===== src/rtl/l1c_control.sv =====
`default_nettype none

module l1c_control (
    input  logic clk,
    input  logic arst_n,
    input  logic core_l1cache_read,
    input  logic core_l1cache_write,
    output logic l1cache_core_resp,
    output logic l1cache_ddr_read,
    output logic l1cache_ddr_write,
    input  logic ddr_l1cache_resp,
    input  logic hit,
    input  logic victim_dirty,
    output logic lookup,
    output logic nmru_update,
    output logic line_write,
    output logic line_fill,
    output logic wb_select
);

    typedef enum logic [1:0] {
        st_idle,
        st_compare,
        st_writeback,
        st_fill
    } state_t;

    state_t state;
    state_t state_next;

    always_ff @(posedge clk or negedge arst_n) begin
        if (!arst_n) begin
            state <= st_idle;
        end else begin
            state <= state_next;
        end
    end

    // ******************************************************************
    // Next state and outputs
    // ******************************************************************
    always_comb begin
        state_next        = state;
        l1cache_core_resp = 1'b0;
        l1cache_ddr_read  = 1'b0;
        l1cache_ddr_write = 1'b0;
        lookup            = 1'b0;
        nmru_update       = 1'b0;
        line_write        = 1'b0;
        line_fill         = 1'b0;
        wb_select         = 1'b0;

        unique case (state)
            st_idle: begin
                if (core_l1cache_read || core_l1cache_write) begin
                    lookup     = 1'b1;
                    state_next = st_compare;
                end
            end
            st_compare: begin
                if (hit) begin
                    l1cache_core_resp = 1'b1;
                    nmru_update       = 1'b1;
                    line_write        = core_l1cache_write;
                    state_next        = st_idle;
                end else if (victim_dirty) begin
                    state_next = st_writeback;
                end else begin
                    state_next = st_fill;
                end
            end
            st_writeback: begin
                // Victim line out, address from its own tag
                l1cache_ddr_write = 1'b1;
                wb_select         = 1'b1;
                if (ddr_l1cache_resp) begin
                    state_next = st_fill;
                end
            end
            st_fill: begin
                l1cache_ddr_read = 1'b1;
                if (ddr_l1cache_resp) begin
                    // Write the line and read it back for the re-lookup
                    line_fill  = 1'b1;
                    lookup     = 1'b1;
                    state_next = st_compare;
                end
            end
            default: begin
                state_next = st_idle;
            end
        endcase
    end

endmodule

`default_nettype wire


===== config.mk =====
export PLATFORM = sky130hd
export DESIGN_NAME = l1c_control
export DESIGN_NICKNAME = d
export VERILOG_FILES = /design/src/rtl/l1c_control.sv
export SDC_FILE = /design/constraint.sdc
export NUM_CORES = 1
export LEC_CHECK = 0
export BUFFER_PORTS_ARGS = -buffer_cell sky130_fd_sc_hd__buf_2
export CAP_MARGIN = 5
export CORE_AREA = 3 3 40 42
export DETAILED_ROUTE_END_ITERATION = 8
export DIE_AREA = 0 0 43 45
export PLACE_DENSITY = 0.42
export SETUP_SLACK_MARGIN = 0.02
export SKIP_CTS_REPAIR_TIMING = 1
export SYNTH_ARGS = -nofsm -noshare
export SYNTH_HDL_FRONTEND = slang
export SYNTH_SLANG_ARGS = --single-unit

===== constraint.sdc =====
create_clock -name clk -period 1.59 [get_ports clk]
set_clock_uncertainty 0.15 [all_clocks]
set_input_delay 0.3975 -clock clk [delete_from_list [all_inputs] [get_ports clk]]
set_output_delay 0.3975 -clock clk [all_outputs]
set_load 0.02 [all_outputs]

==> flow_summary.yaml <==
outcome:
  outcome: "finished, violations left"
  violations: "negative setup slack"
global_route:
  gr-max-usage-layer: "met2"
  met2_usage_pct: 9.281
  met1_usage_pct: 7.246
  grt_usage_pct: 6.500
  grt_pass1_vias: 238
  grt_max_degree: 5
  gr-total-overflow: 0
  antenna_found_initial: 0
  grt_use_met3_pct: 3.187
  grt_pass1_wl_um: 903
sta:
  period_share_pct: 110.0
  holdWs_ns: 0.3425
  max_freq_mhz: 571.7
  slew_violations: 0
  setup_slack_ns: -0.1591
  min_period_ns: 1.749
  finalHoldViolations: 0
  worstMarginPinSlew_ns: 0.1499
  maxSlewHeadroom_pct: 89.72
  rsz0062_at_grt: "yes"
  setup_viol: 8
routing:
  ant_nets: 0
  first_pass_iters: 2
  routed_wl_um: 575
  drc: 0
  vias_per_cell: 3.909
  vias: 258
  wire_per_inst_um: 8.712
  dr.first_iter.drc_count: 3
final_layout:
  final_cell_mix: "buf_4, buf_2, ha_1, clkbuf_4"
  drive_above_1_share_pct: 64.71
  insertedDiodeCount: 0
  syn_to_final_growth_pct: 85.93
  largest_reg_flops: 2
  reg_top3: "state x2"
  fin_area_sq_um: 462.9
  largest_register: "state"
  fin_util_pct: 36.03
  fillCellCount: 139
  final_common_cell: "buf_4"
  nNetsFinal: 66
clock_network:
  numClockSinks: 2
  cts_buffer_depth: 2
  cts_root_buf: "clkbuf_4"
  clock_latency_ns: 0.22
  cts_max_level: 1
  tritoncts: "yes"
  cts_buffers: 3
  clkTransAtPathRegs_ns: 0.03
worst_setup_path:
  critPathMaxFanout: 4
  crit_chain: "inv_2, ha_2, and3_1, buf_4"
  worstPathArrival_ns: 1.20
  crit_path_max_incr_delay_ns: 0.40
  cp.required_ns: 1.04
  slowest_stage: "dfrtp_1"
  worstSetupPathType: "reg2out"
  cp-start-kind: "flop"
  worstSetupEndpointType: "output port"
placement:
  finalWeightedCongestion: 0.6811
  dpl_cell_area_sq_um: 366.6
  port_buffers: 14
  dp_hpwl_um: 455.6
  dp_slack_ns: -0.001986
floorplanning:
  coreArea_sq_um: 1285
  ioPinCount: 15
  fp.dieArea_sq_um: 1935
  start_util_pct: 19.38
  row_count: 13
  die_w_um: 43
  fp.dieH_um: 45
synthesis:
  ys_warn_count: 0
  syn_area_sq_um: 249.0
  ys_seq_area_share_pct: 20.10
  synth-seq-cells: 2
  synth_cell_types: 16
  synth_fp_nets: 41
  synthCells: 28
  avgSynthCellArea_sq_um: 8.892
job:
  cap_violations: 0
power:
  power_w: 0.0007693
  ir_drop_uv: 659.1
  leakagePower_nw: 0.2464
  power.density_nw_per_um2: 1662
hold_path:
  hold_class: "in2async"
[per-layer routing]
layer | vias to the layer above | part of all wire, %
met2 | 8 | 47
met3 | 0 | 8.7
met1 | 114 | 44
met4 | 0 | 0
li1 | 136 | -
met5 | - | 0
[power breakdown]
group / leakage, nW / internal [W] / total (W) / switching, W
clock: 0.0138 / 0.0000832 / 0.000111 / 0.0000275
combinational: 0.208 / 0.000299 / 0.000562 / 0.000262
sequential: 0.0247 / 0.0000732 / 0.0000969 / 0.0000237
[cells by family (layout without fill, tap and decap cells)]
family                   Yosys count  in the layout  share of synthesized area [%]
AO/OA/AOI/OAI                      5              5                          14.06
buffers and inverters              6             29                          12.06
adder cells (fa/ha/maj)            6              6                          30.15
AND/OR/NAND/NOR                    7              7                          15.58
multiplexers                       2              2                          8.041
flip-flops                         2              2                          20.10
[worst max-delay path: cells and delay by family, from the launching register on]
kind,cells,cell delay [ns]
buf+inv,2,0.23
fa+ha+maj,1,0.19
simple gates,1,0.15
flops,1,0.40
[area by class of cell]
| type | count | area, sq um | share of cell area, % |
|---|---|---|---|
| clock buffer | 3 | 22.52 | 4.865 |
| inverter | 4 | 15.01 | 3.243 |
| multi-input combinational | 20 | 202.7 | 43.78 |
| sequential | 2 | 50.05 | 10.81 |
| tap | 15 | 18.77 | 4.054 |
| timing repair buffer | 22 | 153.9 | 33.24 |
[path summary, 6_finish.rpt]
path,startpoint,end,slack [ns],cells past startpoint
hold reg to reg,state[1],state[1],0.57,3
max in group asynchronous,arst_n,state[0],0.85,2
setup / recovery,state[1],line_write,-0.16,4
hold / removal,arst_n,state[1],0.34,2
min in group clk,ddr_l1cache_resp,state[1],0.37,3
setup reg to reg,state[0],state[0],0.14,6
[Yosys cell counts, drive strengths merged]
cell	number	area, sq um
ha	6	75.07
mux2i	2	20.02
buf	2	15.01
dfrtp	2	50.05
nor2b	1	6.260
and3	1	6.260
inv	4	15.01
nand2b	1	6.260
nor2	2	10.01
a21oi	2	10.01
o2bb2ai	1	15.01
and2	1	6.260
nand2	1	3.750
o21ai	2	10.00
[metrics by stage]
stage / std cells / TNS (ns)
6_report: 66 / -0.9438
3_5_place_dp: 60 / -0.001986
2_1_floorplan: 28 / 0
4_1_cts: 63 / -1.331
5_1_grt: 66 / -1.464
3_3_place_gp: 60 / -0.02897
Note: power is estimated with default switching activity, not from simulation.
